File: config.mk
export PLATFORM = sky130hd
export DESIGN_NAME = instDecode
export DESIGN_NICKNAME = d
export VERILOG_FILES = /design/src/hdl/cpuPkg.sv /design/src/hdl/instDecode.sv
export SDC_FILE = /design/constraint.sdc
export NUM_CORES = 1
export LEC_CHECK = 0
export BUFFER_PORTS_ARGS = -buffer_cell sky130_fd_sc_hd__buf_2
export CORE_MARGIN = 4
export CORE_UTILIZATION = 32
export DETAILED_ROUTE_END_ITERATION = 10
export PLACE_DENSITY_LB_ADDON = 0.2
export SYNTH_ARGS = -nofsm -noshare
export SYNTH_HDL_FRONTEND = slang
export SYNTH_SLANG_ARGS = --single-unit
export TNS_END_PERCENT = 1
File: constraint.sdc
create_clock -name vclk -period 1.9
set_input_delay 0.19 -clock vclk [all_inputs]
set_output_delay 0.19 -clock vclk [all_outputs]
set_load 0.01 [all_outputs]
File: src/hdl/cpuPkg.sv
package cpuPkg;

    // Datapath and register file geometry
    localparam int xlen         = 32;
    localparam int regAddrWidth = 5;
    localparam int numRegs      = 1 << regAddrWidth;

    // Memory sizes in words
    localparam int instMemDepth   = 256;
    localparam int dataMemDepth   = 64;
    localparam int instIndexWidth = $clog2(instMemDepth); // 8 bit PC index
    localparam int dataIndexWidth = $clog2(dataMemDepth); // 6 bit data index

    // Byte increment of the PC per instruction
    localparam logic [xlen-1:0] pcStep = 32'd4;

    // funct3 codes of the supported subset
    localparam logic [2:0] f3AddSub = 3'b000;
    localparam logic [2:0] f3Slt    = 3'b010;
    localparam logic [2:0] f3Xor    = 3'b100;
    localparam logic [2:0] f3Or     = 3'b110;
    localparam logic [2:0] f3And    = 3'b111;
    localparam logic [2:0] f3Word   = 3'b010; // lw and sw
    localparam logic [2:0] f3Beq    = 3'b000;

    // Major opcode field, inst[6:0]
    typedef enum logic [6:0] {
        opLoad   = 7'b0000011,
        opOpImm  = 7'b0010011,
        opStore  = 7'b0100011,
        opOp     = 7'b0110011,
        opBranch = 7'b1100011
    } opcodeT;

    // Operations the ALU can carry out
    typedef enum logic [2:0] {
        aluAdd,
        aluSub,
        aluAnd,
        aluOr,
        aluXor,
        aluSlt
    } aluOpT;

endpackage

File: src/hdl/instDecode.sv
`timescale 1ns/1ps

module instDecode (
    input  logic [cpuPkg::xlen-1:0]   inst,
    output logic                      regWrite,
    output logic                      memWrite,
    output logic                      memToReg,
    output logic                      aluSrc,
    output logic                      branch,
    output cpuPkg::aluOpT             aluOp,
    output logic [cpuPkg::xlen-1:0]   imm
);

    cpuPkg::opcodeT  opcode;
    cpuPkg::aluOpT   arithOp;
    logic [2:0]      funct3;
    logic            isRegReg;
    logic            arithOk;
    logic [cpuPkg::xlen-1:0] immI;
    logic [cpuPkg::xlen-1:0] immS;
    logic [cpuPkg::xlen-1:0] immB;

    assign opcode   = cpuPkg::opcodeT'(inst[6:0]);
    assign funct3   = inst[14:12];
    assign isRegReg = (opcode == cpuPkg::opOp);

    // Sign extended immediates
    assign immI = {{20{inst[31]}}, inst[31:20]};
    assign immS = {{20{inst[31]}}, inst[31:25], inst[11:7]};
    // B format, already shifted left by one
    assign immB = {{19{inst[31]}}, inst[31], inst[7], inst[30:25], inst[11:8], 1'b0};

    // ALU control from funct3, bit 30 picks sub for register-register only
    always_comb begin
        arithOp = cpuPkg::aluAdd;
        arithOk = 1'b1;
        case (funct3)
            cpuPkg::f3AddSub: arithOp = (isRegReg && inst[30]) ? cpuPkg::aluSub : cpuPkg::aluAdd;
            cpuPkg::f3Slt:    arithOp = cpuPkg::aluSlt;
            cpuPkg::f3Xor:    arithOp = cpuPkg::aluXor;
            cpuPkg::f3Or:     arithOp = cpuPkg::aluOr;
            cpuPkg::f3And:    arithOp = cpuPkg::aluAnd;
            default:          arithOk = 1'b0; // Shifts and sltu are not built
        endcase
    end

    // Main control
    always_comb begin
        regWrite = 1'b0; // Defaults make any other opcode a no-op
        memWrite = 1'b0;
        memToReg = 1'b0;
        aluSrc   = 1'b0;
        branch   = 1'b0;
        aluOp    = cpuPkg::aluAdd;
        imm      = '0;
        case (opcode)
            cpuPkg::opLoad: begin
                if (funct3 == cpuPkg::f3Word) begin
                    regWrite = 1'b1;
                    memToReg = 1'b1;
                    aluSrc   = 1'b1;
                end
                imm = immI;
            end
            cpuPkg::opStore: begin
                memWrite = (funct3 == cpuPkg::f3Word);
                aluSrc   = 1'b1;
                imm      = immS;
            end
            cpuPkg::opOp: begin
                regWrite = arithOk;
                aluOp    = arithOp;
            end
            cpuPkg::opOpImm: begin
                regWrite = arithOk;
                aluSrc   = 1'b1;
                aluOp    = arithOp;
                imm      = immI;
            end
            cpuPkg::opBranch: begin
                branch = (funct3 == cpuPkg::f3Beq);
                aluOp  = cpuPkg::aluSub; // Equal operands give a zero difference
                imm    = immB;
            end
            default: begin
            end
        endcase
    end

endmodule

==> run summary <==
Final instance area -> 721 um^2
Detail Placement HPWL -> 1250 um
Post-DR wirelength/cell -> 10.9 um
RD Place Congestion -> 0.748
Synthesized area per cell -> 7.02 um^2
Routed Antenna Nets -> 0
Worst Setup End Kind -> primary output
Layout cells sized above 1 -> 62.5%
First DRT Iteration DRCs -> 8
Worst path arrival time -> 1.41 ns
Outcome -> completed
Pre-CTS setup slack -> 0.159 ns
Synth area leaders -> buf_4, and2_1, nor4_4
Post-route setup slack -> 0.297 ns
First-pass GRT wire length -> 2170 um
RSZ-0062 raised after global routing -> no
Slew HR -> 74.5%
Post-Synthesis Cells -> 74
Tcrit/Tclk final -> 84.4%
Seq. cell area -> 0 um^2
Worst EP required -> 1.71 ns
Initial Util -> 34.1%
Slew @ Worst Pin -> 0.382 ns
Hold crit path type -> in2out
# clk buffers -> 0
Synth Cell Area -> 519 um^2
Antenna cells -> 0
Most common cell after layout, fill and taps aside -> buf_2
Port Buffer Count -> 67
Fmax achieved -> 624 MHz
Largest net degree at the start of global routing -> 21
CP max stage delay -> 0.43 ns
TritonRoute pass-1 iters -> 4
Initial antenna violation count -> 0
Total gr overflow -> 0
DRC viols -> 0
Max FO, Critical Path -> 7
Vias post-DR -> 636
Most frequent cells in the layout -> buf_2, nor2_1, and2_1, nor2b_1, a22oi_1
FFs & Latches -> 0
Fin nets -> 154
Die X -> 48.3 um
Area leader, netlist -> buf_4
Setup violators final -> 0
Sequential share of the synthesized area -> 0%
Placed cell count -> 136
CP dominant cell by count -> buf_2
Core box area -> 1520 um^2
DP Area -> 719 um^2
Via/cell ratio -> 4.68
Vias in the first global route -> 506
Static leakage power -> 0.435 nW
Slew Viols, Final -> 0
Post-CTS Hold Buffers -> 0
Critical path class -> in2out
Die area -> 2330 um^2
Final cell count without fillers -> 136
I/O pin cnt -> 72
Worst hold margin -> 0.665 ns
Minimum clock period -> 1.60 ns
PD cells -> 127 nW/um^2
Total Wirelength -> 1490 um
Core Util, Final -> 47.3%
Synth cell types -> 26
Syn_nets -> 106
Cells along the critical path -> buf_2 -> nand4bb_1 -> or2_1 -> nor4_4 -> buf_2
Critical path launch point type -> primary input
Overall power -> 0.0914 mW
VDD IR-drop max -> 0.0537 mV
GRT Total Usage -> 12.1%
Synth top area share -> 30.4%
Sum Neg Setup Slack -> 0 ns
Synth Warn # -> 0
Max Cap Viol -> 0
# Post-CTS Setup Buffers -> 0
P&R area growth vs syn -> 38.8%
Crit path max-delay cell type -> or2_1
Final Hold Vio Count -> 0
Die H -> 48.3 um
FP Rows -> 14
[final cells by class]
class,instances,area (um^2)
repair buffers,70,358
multi-input cells,48,335
well taps,16,20.0
fillers,159,803
inverters,2,7.51
[per-layer routing]
layer  vias up  track usage [%]  part of all wire [%]
li1        328                -                     -
met1       272             15.0                    38
met2        36             22.9                    48
met3         0             1.85                    13
met4         0                0                     0
met5         -                0                     0
[worst max-delay path, delay by kind of cell]
| kind | cells | cell delay [ns] |
|---|---|---|
| buf+inv | 2 | 0.25 |
| simple gates | 3 | 0.97 |
[Yosys cell counts (2+ instances only)]
| cell type | instances |
|---|---|
| a21oi_1 | 3 |
| buf_4 | 21 |
| nand4_1 | 2 |
| nor2b_1 | 5 |
| nor2_1 | 8 |
| a22oi_1 | 4 |
| nor3_1 | 2 |
| nor4_4 | 2 |
| nand2_1 | 2 |
| inv_1 | 2 |
| a211oi_2 | 2 |
| and2_1 | 7 |
[power breakdown]
group / internal [mW] / switching, mW
clock network: 0 / 0
registers: 0 / 0
logic: 0.0440 / 0.0474
[worst paths after layout]
check	from	to	slack (ns)	cells past startpoint
max	inst[2]	aluOp[2]	0.30	5
min	inst[25]	imm[5]	0.66	3
[what timing repair did]
action,CTS,global route
setup endpoints to repair,0,20
resized for setup,0,1
hold endpoints to repair,0,0
[logic make-up (layout without fill, tap and decap cells)]
| logic type | Yosys count | after routing | share of synthesized area (%) |
|---|---|---|---|
| simple gates | 34 | 34 | 44.3 |
| xor+xnor | 1 | 1 | 1.69 |
| buf+inv | 26 | 72 | 35.7 |
| compound gates | 13 | 13 | 18.3 |
(Power assumes the default switching activity.)
