===== config.mk =====
export PLATFORM = sky130hd
export DESIGN_NAME = dataMem
export DESIGN_NICKNAME = d
export VERILOG_FILES = /design/src/hdl/cpuPkg.sv /design/src/hdl/dataMem.sv
export SDC_FILE = /design/constraint.sdc
export NUM_CORES = 2
export LEC_CHECK = 0
export ABC_AREA = 1
export BUFFER_PORTS_ARGS = -buffer_cell sky130_fd_sc_hd__buf_2
export CORE_ASPECT_RATIO = 1.75
export CORE_MARGIN = 2
export CORE_UTILIZATION = 45
export DETAILED_ROUTE_END_ITERATION = 8
export SLEW_MARGIN = 40
export SYNTH_ARGS = -nofsm -noshare
export SYNTH_HDL_FRONTEND = slang
export SYNTH_SLANG_ARGS = --single-unit

===== constraint.sdc =====
create_clock -name CLK -period 6.1 [get_ports CLK]
set_input_delay 0.61 -clock CLK [delete_from_list [all_inputs] [get_ports CLK]]
set_output_delay 0.61 -clock CLK [all_outputs]
set_load 0.01 [all_outputs]

===== src/hdl/cpuPkg.sv =====
package cpuPkg;

    // Datapath and register file geometry
    localparam int xlen         = 32;
    localparam int regAddrWidth = 5;
    localparam int numRegs      = 1 << regAddrWidth;

    // Memory sizes in words
    localparam int instMemDepth   = 256;
    localparam int dataMemDepth   = 64;
    localparam int instIndexWidth = $clog2(instMemDepth); // 8 bit PC index
    localparam int dataIndexWidth = $clog2(dataMemDepth); // 6 bit data index

    // Byte increment of the PC per instruction
    localparam logic [xlen-1:0] pcStep = 32'd4;

    // funct3 codes of the supported subset
    localparam logic [2:0] f3AddSub = 3'b000;
    localparam logic [2:0] f3Slt    = 3'b010;
    localparam logic [2:0] f3Xor    = 3'b100;
    localparam logic [2:0] f3Or     = 3'b110;
    localparam logic [2:0] f3And    = 3'b111;
    localparam logic [2:0] f3Word   = 3'b010; // lw and sw
    localparam logic [2:0] f3Beq    = 3'b000;

    // Major opcode field, inst[6:0]
    typedef enum logic [6:0] {
        opLoad   = 7'b0000011,
        opOpImm  = 7'b0010011,
        opStore  = 7'b0100011,
        opOp     = 7'b0110011,
        opBranch = 7'b1100011
    } opcodeT;

    // Operations the ALU can carry out
    typedef enum logic [2:0] {
        aluAdd,
        aluSub,
        aluAnd,
        aluOr,
        aluXor,
        aluSlt
    } aluOpT;

endpackage


===== src/hdl/dataMem.sv =====
`timescale 1ns/1ps

module dataMem (
    input  logic                      CLK,
    input  logic                      writeEn,
    input  logic [cpuPkg::xlen-1:0]   addr,
    input  logic [cpuPkg::xlen-1:0]   writeData,
    output logic [cpuPkg::xlen-1:0]   readData
);

    logic [cpuPkg::xlen-1:0] mem [cpuPkg::dataMemDepth];

    logic [cpuPkg::dataIndexWidth-1:0] wordIndex;

    // Word aligned, upper address bits ignored so the space wraps
    assign wordIndex = addr[cpuPkg::dataIndexWidth+1:2];

    // Combinational read for lw in the same cycle
    assign readData = mem[wordIndex];

    always_ff @(posedge CLK) begin
        if (writeEn) begin
            mem[wordIndex] <= writeData;
        end
    end

endmodule


==> run summary <==
CLOCKING
-------------------------------------------------------------------------------------
Number of buffers created by CTS                                                  181
Post-CTS Repair Setup Buffers                                                       0
Number of levels the H-tree was split into                                          4
Number of resized instances in the post-cts repair step                             0
TritonCTS clock tree                                                             done
Maximum root-to-sink buffer count                                                   4
Clock transition at path regs                                                   70 ps
Buffer type at the clock tree root                                       sky130_fd_sc_hd__clkbuf_16
Hold-fix buffer count after cts                                                     0
CTS sink count                                                                   2048

STA
-------------------------------------------------------------------------------------
Remaining max-slew budget at the tightest pin                                   36.6%
Fin. Hold Viols                                                                     0
PnR worst setup slack                                                         1770 ps
RSZ-0062 raised after global routing                                               no
Period Utilization, post-route                                                  71.0%
WHS                                                                           90.1 ps
Fmax                                                                        0.231 GHz
Transition time at the pin with the least slew margin                          947 ps
Final-report setup violation count                                                  0
Final count of pins violating max slew                                              0
Summed negative setup slack over all endpoints                                   0 ps
Fin crit period                                                               4330 ps

LOGIC SYNTHESIS
-------------------------------------------------------------------------------------
Largest cells by area after synthesis                                    sky130_fd_sc_hd__edfxtp_1 72%, sky130_fd_sc_hd__nand2_1 25%, sky130_fd_sc_hd__buf_2 1.4%
Synth warn                                                                          0
Number of unique standard cell types used by synthesis                             20
Flip-flop and latch count after synthesis                                        2048
Net Count, Synth                                                                 8474
Post-Synthesis Cells                                                             8408
Cell area after synthesis                                                   85900 µm²
Register area share after synthesis                                             71.6%
Proportion of netlist area held by the largest area contributor                 71.6%
Cell taking the most area after synthesis                                sky130_fd_sc_hd__edfxtp_1
Per-instance average area after synthesis                                    10.2 µm²

PWR
-------------------------------------------------------------------------------------
Proportion of power drawn by combinational gates                                 6.4%
Switching Power                                                             0.00635 W
Power density over the cells                                               297 nW/µm²
Switching power share of the total                                              22.4%
Cell-internal power                                                          0.0220 W
Static Leakage                                                                39.5 nW
Worst voltage drop across the vdd grid                                     0.000317 V
Total power draw                                                             0.0283 W
Clock share of power                                                            38.5%
Part of the power in registers                                                  55.1%

DRT
-------------------------------------------------------------------------------------
Length of the first detailed-routing pass in iterations                             6
Number of DRC violations after detailed routing                                     0
Routed met2 length                                                             116 mm
Average via count per standard cell                                              5.16
Metal-1 WL                                                                    89.8 mm
Highest metal layer used by the detailed router                                  met5
Wire length on met3                                                           13.0 mm
Number of nets with antenna violations after detailed routing                       0
Per-cell routed wire length                                                   20.5 µm
Wire length after detailed routing                                             226 mm
Drt first-iter violations                                                        4874
Count of vias placed by the detailed router                                     56700

PLACE
-------------------------------------------------------------------------------------
Half-perimeter wire length of the detailed placement result                    125 mm
Setup WS pre-CTS                                                              1820 ps
Port-buffer cells                                                                  71
Routability-driven placement congestion ratio                                   0.778

CRITICAL PATH
-------------------------------------------------------------------------------------
CP peak stage delay                                                            440 ps
Slowest cell on the critical path                                        sky130_fd_sc_hd__buf_8
Critical Path, Cell by Cell                                              buf_8 > inv_8 > buf_16 > buf_4 > nand2_1 > nand2_1 > nand2_1 > nand2_1 > nand2_1 > nand2_1 > nand2_1 > nand2_1 > nor2_1 > nand2_1 > buf_2
Worst setup path class                                                      in -> out
Critical path endpoint category                                           output port
Maximum fanout along the worst path                                                77
Signal arrival time at the worst endpoint                                     3720 ps
Library cell appearing most often on the critical path                   sky130_fd_sc_hd__nand2_1
Startpoint kind of the worst setup timing path                             input port
Worst path required time                                                      5490 ps

GRT
-------------------------------------------------------------------------------------
Number of global-route vias before repair                                       54500
Total global routing track utilization                                          23.1%
Number of antenna violations at the first check in global routing                   9
Largest net degree at the start of global routing                                 171
Total overflow reported by the global router                                        0
Wire length of the first global-routing pass                                   338 mm

FLOORPLAN
-------------------------------------------------------------------------------------
Effective utilization at floorplan                                              45.1%
Horizontal die dimension                                                       334 µm
Placement Rows                                                                    212
Die extent in y                                                                582 µm
Std-Cell Core Area                                                         190000 µm²
DIE AREA                                                                   194000 µm²
Top Ports                                                                          98

FINISH
-------------------------------------------------------------------------------------
Top library cells by usage in the layout, fill and taps aside            5728 x sky130_fd_sc_hd__nand2_1, 2048 x sky130_fd_sc_hd__edfxtp_1, 187 x sky130_fd_sc_hd__clkbuf_16
Register ranked first by flip-flop count                                          mem
Max FFs per register                                                             2048
Most frequent standard cell in the layout excluding fill and tap cells   sky130_fd_sc_hd__nand2_1
Net total in the final layout                                                    8473
Share of cells above drive strength 1                                           6.59%
Area growth from synthesis to final layout                                      11.0%
Registers with the most flip-flops                                       mem: 2048 flops
Fillers                                                                         16500

RUN
-------------------------------------------------------------------------------------
Number of maximum-capacitance constraint violations                                 0

STATUS
-------------------------------------------------------------------------------------
Outcome                                                                     completed

WORST HOLD PATH
-------------------------------------------------------------------------------------
Hold Crit Class                                                             in -> reg

## synth_stat cells (all sizes together)
cell type,number
inv,30
nor3,8
nor4,2
nand4,2
nor2,137
buf,286
nand2,5728
o21ai,7
nand3,13
clkbuf,136
edfxtp,2048
or2,6
o211ai,5
## cell type report
class	count	area, µm²	area share (%)
Antenna cell	3	7.51	0.00788
Clock buffer	225	4820	5.06
Clock inverter	85	614	0.645
Inverter	30	135	0.142
Multi-Input combinational cell	5908	22800	24.0
Sequential cell	2048	61500	64.5
Tap cell	2461	3080	3.23
Timing Repair Buffer	238	2300	2.41
## worst paths after layout
check / startpoint / end / slack, ps / cells past startpoint
setup / recovery: addr[2] / readData[4] / 1770 / 15
hold / removal: writeData[22] / mem[62][22] / 90 / 1
## critical path: cells and delay by family
family | cells | cell delay, ps
buffers and inverters | 5 | 1610
AND/OR/NAND/NOR | 10 | 1330
## power groups by stage
stage | combinational, W | clock, W | sequential (W)
after detailed placement | 0.00182 | 0 | 0.0159
after CTS | 0.00182 | 0.0111 | 0.0156
final | 0.00182 | 0.0109 | 0.0156
after floorplan | 0.00103 | 0 | 0.0159
after global placement | 0.00179 | 0 | 0.0159
after global routing | 0.00202 | 0.0115 | 0.0156
## routing by layer
metal  track usage (%)  vias to the layer above
li1                  -                    27100
met1              29.0                    27600
met2              41.4                     1660
met3              2.78                      385
met4              7.38                        8
met5                 0                        -
## through the flow
stage	area, µm²	cells	util, %
global route	95300	11000	50.1
floorplan	85900	8408	-
detailed placement	89800	10700	47.2
CTS	95200	11000	50.1
finish	95300	11000	50.1
global placement	89600	10700	47.1
## kinds of logic after synthesis
| logic type | count (synthesis) | share of synthesized area, % |
|---|---|---|
| flops | 2048 | 71.6 |
| simple gates | 5896 | 25.9 |
| buf+inv | 452 | 2.41 |
| compound gates | 12 | 0.0845 |
Power figures use the tool's default switching activity.
