[src/hdl/cpuPkg.sv]
package cpuPkg;

    // Datapath and register file geometry
    localparam int xlen         = 32;
    localparam int regAddrWidth = 5;
    localparam int numRegs      = 1 << regAddrWidth;

    // Memory sizes in words
    localparam int instMemDepth   = 256;
    localparam int dataMemDepth   = 64;
    localparam int instIndexWidth = $clog2(instMemDepth); // 8 bit PC index
    localparam int dataIndexWidth = $clog2(dataMemDepth); // 6 bit data index

    // Byte increment of the PC per instruction
    localparam logic [xlen-1:0] pcStep = 32'd4;

    // funct3 codes of the supported subset
    localparam logic [2:0] f3AddSub = 3'b000;
    localparam logic [2:0] f3Slt    = 3'b010;
    localparam logic [2:0] f3Xor    = 3'b100;
    localparam logic [2:0] f3Or     = 3'b110;
    localparam logic [2:0] f3And    = 3'b111;
    localparam logic [2:0] f3Word   = 3'b010; // lw and sw
    localparam logic [2:0] f3Beq    = 3'b000;

    // Major opcode field, inst[6:0]
    typedef enum logic [6:0] {
        opLoad   = 7'b0000011,
        opOpImm  = 7'b0010011,
        opStore  = 7'b0100011,
        opOp     = 7'b0110011,
        opBranch = 7'b1100011
    } opcodeT;

    // Operations the ALU can carry out
    typedef enum logic [2:0] {
        aluAdd,
        aluSub,
        aluAnd,
        aluOr,
        aluXor,
        aluSlt
    } aluOpT;

endpackage

[src/hdl/regFile.sv]
`timescale 1ns/1ps

module regFile (
    input  logic                              CLK,
    input  logic                              RST,
    input  logic [cpuPkg::regAddrWidth-1:0]   readAddr1,
    input  logic [cpuPkg::regAddrWidth-1:0]   readAddr2,
    input  logic                              writeEn,
    input  logic [cpuPkg::regAddrWidth-1:0]   writeAddr,
    input  logic [cpuPkg::xlen-1:0]           writeData,
    output logic [cpuPkg::xlen-1:0]           readData1,
    output logic [cpuPkg::xlen-1:0]           readData2
);

    logic [cpuPkg::xlen-1:0] regs [cpuPkg::numRegs];

    logic writeOk;

    // x0 is hardwired, so writes to it are dropped
    assign writeOk = writeEn && (writeAddr != '0);

    always_ff @(posedge CLK) begin
        if (RST) begin
            for (int i = 0; i < cpuPkg::numRegs; i++) begin
                regs[i] <= '0;
            end
        end else if (writeOk) begin
            regs[writeAddr] <= writeData;
        end
    end

    // Two asynchronous read ports
    assign readData1 = regs[readAddr1];
    assign readData2 = regs[readAddr2];

endmodule

[config.mk]
export PLATFORM = sky130hd
export DESIGN_NAME = regFile
export DESIGN_NICKNAME = d
export VERILOG_FILES = /design/src/hdl/cpuPkg.sv /design/src/hdl/regFile.sv
export SDC_FILE = /design/constraint.sdc
export NUM_CORES = 2
export LEC_CHECK = 0
export ABC_AREA = 0
export BUFFER_PORTS_ARGS = -buffer_cell sky130_fd_sc_hd__clkbuf_2
export CAP_MARGIN = 40
export CELL_PAD_IN_SITES_DETAIL_PLACEMENT = 1
export CELL_PAD_IN_SITES_GLOBAL_PLACEMENT = 2
export CORE_MARGIN = 8
export CORE_UTILIZATION = 46
export CTS_BUF_LIST = sky130_fd_sc_hd__clkbuf_8
export CTS_CLUSTER_DIAMETER = 80
export CTS_CLUSTER_SIZE = 24
export DETAILED_ROUTE_END_ITERATION = 16
export PLACE_DENSITY = 0.91
export SETUP_SLACK_MARGIN = 0.3
export SLEW_MARGIN = 0
export SYNTH_ARGS = -nofsm -noshare
export SYNTH_HDL_FRONTEND = slang
export SYNTH_SLANG_ARGS = --single-unit
[constraint.sdc]
create_clock -name CLK -period 2.19 [get_ports CLK]
set_input_delay 0.219 -clock CLK [delete_from_list [all_inputs] [get_ports CLK]]
set_output_delay 0.219 -clock CLK [all_outputs]
set_load 0.05 [all_outputs]
==> qor.csv <==
stage,metric,value,unit
run_status,status,"complete, but fails checks",
run_status,failing checks,setup timing,
power,Power Density,628,nW/µm²
sta,min Tclk post-route,2630,ps
floorplan,num rows,128,
cells_and_area,Syn-to-layout area delta,15.7,%
global_route,antenna violations before repair,24,
sta,final worst path period share,1.20,
clock_network,Num CTS Buffers,55,
clock_network,CTS tree,yes,
job,max_cap viols,0,
routing,vias per inst,6.44,
sta,Rel. slew slack,0.431,
worst_setup_path,CP Launch Type,flop,
yosys,"area leader, netlist",edfxtp_1,
power,VDD IR max,0.000482,V
sta,final setup fails,64,
yosys,"EDFF count, synth",1024,
cells_and_area,fillers,12098,
floorplan,core area,121000,µm²
placement,Port Buffers,113,
floorplan,die area,133000,µm²
yosys,Mean Syn Cell Area,12.1,µm²
routing,final WL,209000,µm
cells_and_area,Largest regs,regs: 1024 flops,
cells_and_area,Nets,4792,
worst_setup_path,crit path cell chain,mux2i_1 -> a22o_1 -> nor3_1 -> a31oi_2 -> nand3_2 -> buf_12,
worst_setup_path,Worst Path Required,1970,ps
sta,final-report max-slew violation count,0,
yosys,post-synth cell types,29,
routing,met3 wire len,20000,µm
routing,Max Used Layer,met5,
worst_setup_path,CP bufs+invs,1,
floorplan,I/O pins,114,
global_route,GR Overflow Total,0,
global_route,global-route wire length before repair,297000,µm
yosys,share of Yosys cell area claimed by the top area cell type,0.550,
global_route,pin count of the biggest net entering global routing,55,
worst_setup_path,"CP delay by family, top",simple AND/OR/NAND/NOR gates,
global_route,GR Util All Layers,0.304,
placement,DP HPWL,135000,µm
worst_setup_path,CP max stage cell,nor3_1,
sta,Worst Slack Setup Final,-437,ps
sta,unrepaired setup endpoints after global routing,true,
yosys,Synth Instances,4605,
floorplan,Die X,365,µm
routing,DRC viols,0,
routing,Iter 0 DRT Violations,4951,
power,LEAKAGE,25.4,nW
clock_network,clock input transition at the sequential cells of the worst setup and hold paths,150,ps
yosys,Area contributors post-synth,"edfxtp_1 55%, mux2i_1 18%, and2_1 11%",
routing,Routed wire per std cell,32.7,µm
clock_network,clock buffer depth,3,
yosys,Mapped Area,55900,µm²
routing,Vias,41246,
worst_setup_path,CP endpoint kind,output port,
cells_and_area,layout cells sized above 1,0.168,
worst_setup_path,Max stage delay on crit path,440,ps
sta,fmax,0.381,GHz
yosys,Yosys reg bits,1024,
yosys,"Primary FF master, synth",edfxtp_1,
yosys,sequential share of the synthesized area,0.550,
routing,M1 WL,80500,µm
floorplan,Die Height,365,µm
routing,"antenna viol nets, final",0,
sta,Slew @ Worst Pin,853,ps
global_route,number of global-route vias before repair,43237,
yosys,Synth warnings,0,
floorplan,Initial Util,0.461,
sta,final hold viol count,0,
worst_setup_path,crit path DAT,2410,ps
cells_and_area,Final Util,0.534,
placement,GP Congestion,0.865,
cells_and_area,Largest Register,regs,
worst_setup_path,Crit Path Max Fanout,2,
clock_network,H-tree depth,2,
placement,pre-CTS setup slack,-160,ps
worst_setup_path,critical path class,reg2out,
clock_network,CTS sink cnt,1024,
routing,Pre-antenna DRT Iters,6,
routing,wire length on met2,97300,µm
cells_and_area,max reg flops,1024,
clock_network,Root Buffer,clkbuf_8,
min_path,HP Class,in2reg,
yosys,Synth async-reset ratio,0,
[cell usage in the layout (no fill, tap or decap), types with 6 or more instances in the layout]
cell	n
edfxtp_1	1024
mux2i_1	1018
and2_1	992
buf_4	215
buf_12	202
nand2_1	194
a21oi_1	192
a22oi_1	191
nand3_1	134
a22o_1	128
clkbuf_8	59
nand3_2	47
clkbuf_2	46
or2_2	33
nor3_1	32
conb_1	32
nor2_4	30
nor3_2	27
a31oi_4	26
buf_8	22
a31oi_2	20
a31oi_1	18
nand3_4	13
diode_2	9
mux2i_2	6
[cells in the mapped netlist (24+ instances only)]
library cell	instances
edfxtp_1	1024
mux2i_1	1024
and2_1	994
clkbuf_1	218
nand2_1	196
nand3_1	193
a21oi_1	192
a22oi_1	192
a22o_1	128
buf_2	113
a31oi_1	64
nor3_1	64
buf_4	63
or2_2	33
buf_1	24
[metal layers]
layer / vias to the layer above / GRT usage
met1: 21346 / 0.391
li1: 17060 / -
met3: 552 / 0.0582
met4: 10 / 0.151
met2: 2278 / 0.493
met5: - / 0
[area by class of cell]
class                   count  area [µm²]  area share
clock buffers              56         771      0.0119
clock inverters            30         342     0.00528
multi-input cells        3166       24400       0.378
well taps                1625        2030      0.0314
diodes                      9        22.5    0.000348
repair buffers            495        6340      0.0980
flip-flops and latches   1024       30700       0.475
[repair_timing]
action / in CTS / in global routing
hold buffers: 0 / 0
gates resized for setup: 182 / 46
endpoints found under the hold margin: 0 / 0
pin swaps: 73 / 71
setup endpoints to repair: 64 / 64
setup buffers: 0 / 0
[power breakdown]
group	leakage [nW]	switching, mW	total [mW]	internal, mW
Combinational	15.0	4.76	7.82	3.06
Clock	0.581	6.57	9.59	3.01
Sequential	9.75	0.632	23.2	22.6
Total	25.4	12.0	40.6	28.7
[path summary, 6_finish.rpt]
| path | slack [ps] | startpoint | endpoint | cells after the start |
|---|---|---|---|---|
| setup / recovery | -440 | regs[2][16] | readData1[16] | 6 |
| hold / removal | 60 | writeData[5] | regs[27][5] | 2 |
[cells by family after synthesis]
logic type	count (synthesis)	share of synthesized area
other	1	0.0000671
muxes	1024	0.183
DFF	1024	0.550
buffers and inverters	446	0.0390
AOI/OAI and AO/OA	576	0.0702
and+or+nand+nor	1534	0.157
[through the flow]
step | setup TNS, ps | instances | power (mW) | instance area (µm²) | hold WS, ps
after floorplan | 0 | 4636 | 27.5 | 56200 | 417
after global placement | -2010 | 6310 | 30.6 | 62300 | 869
after detailed placement | -2880 | 6310 | 30.9 | 62300 | 917
after CTS | -24560 | 6396 | 40.5 | 64500 | 4.98
after global routing | -26430 | 6399 | 41.5 | 64700 | 71.5
final | -21760 | 6405 | 40.6 | 64700 | 56.7
No activity file was read; power rests on OpenSTA's default activity.
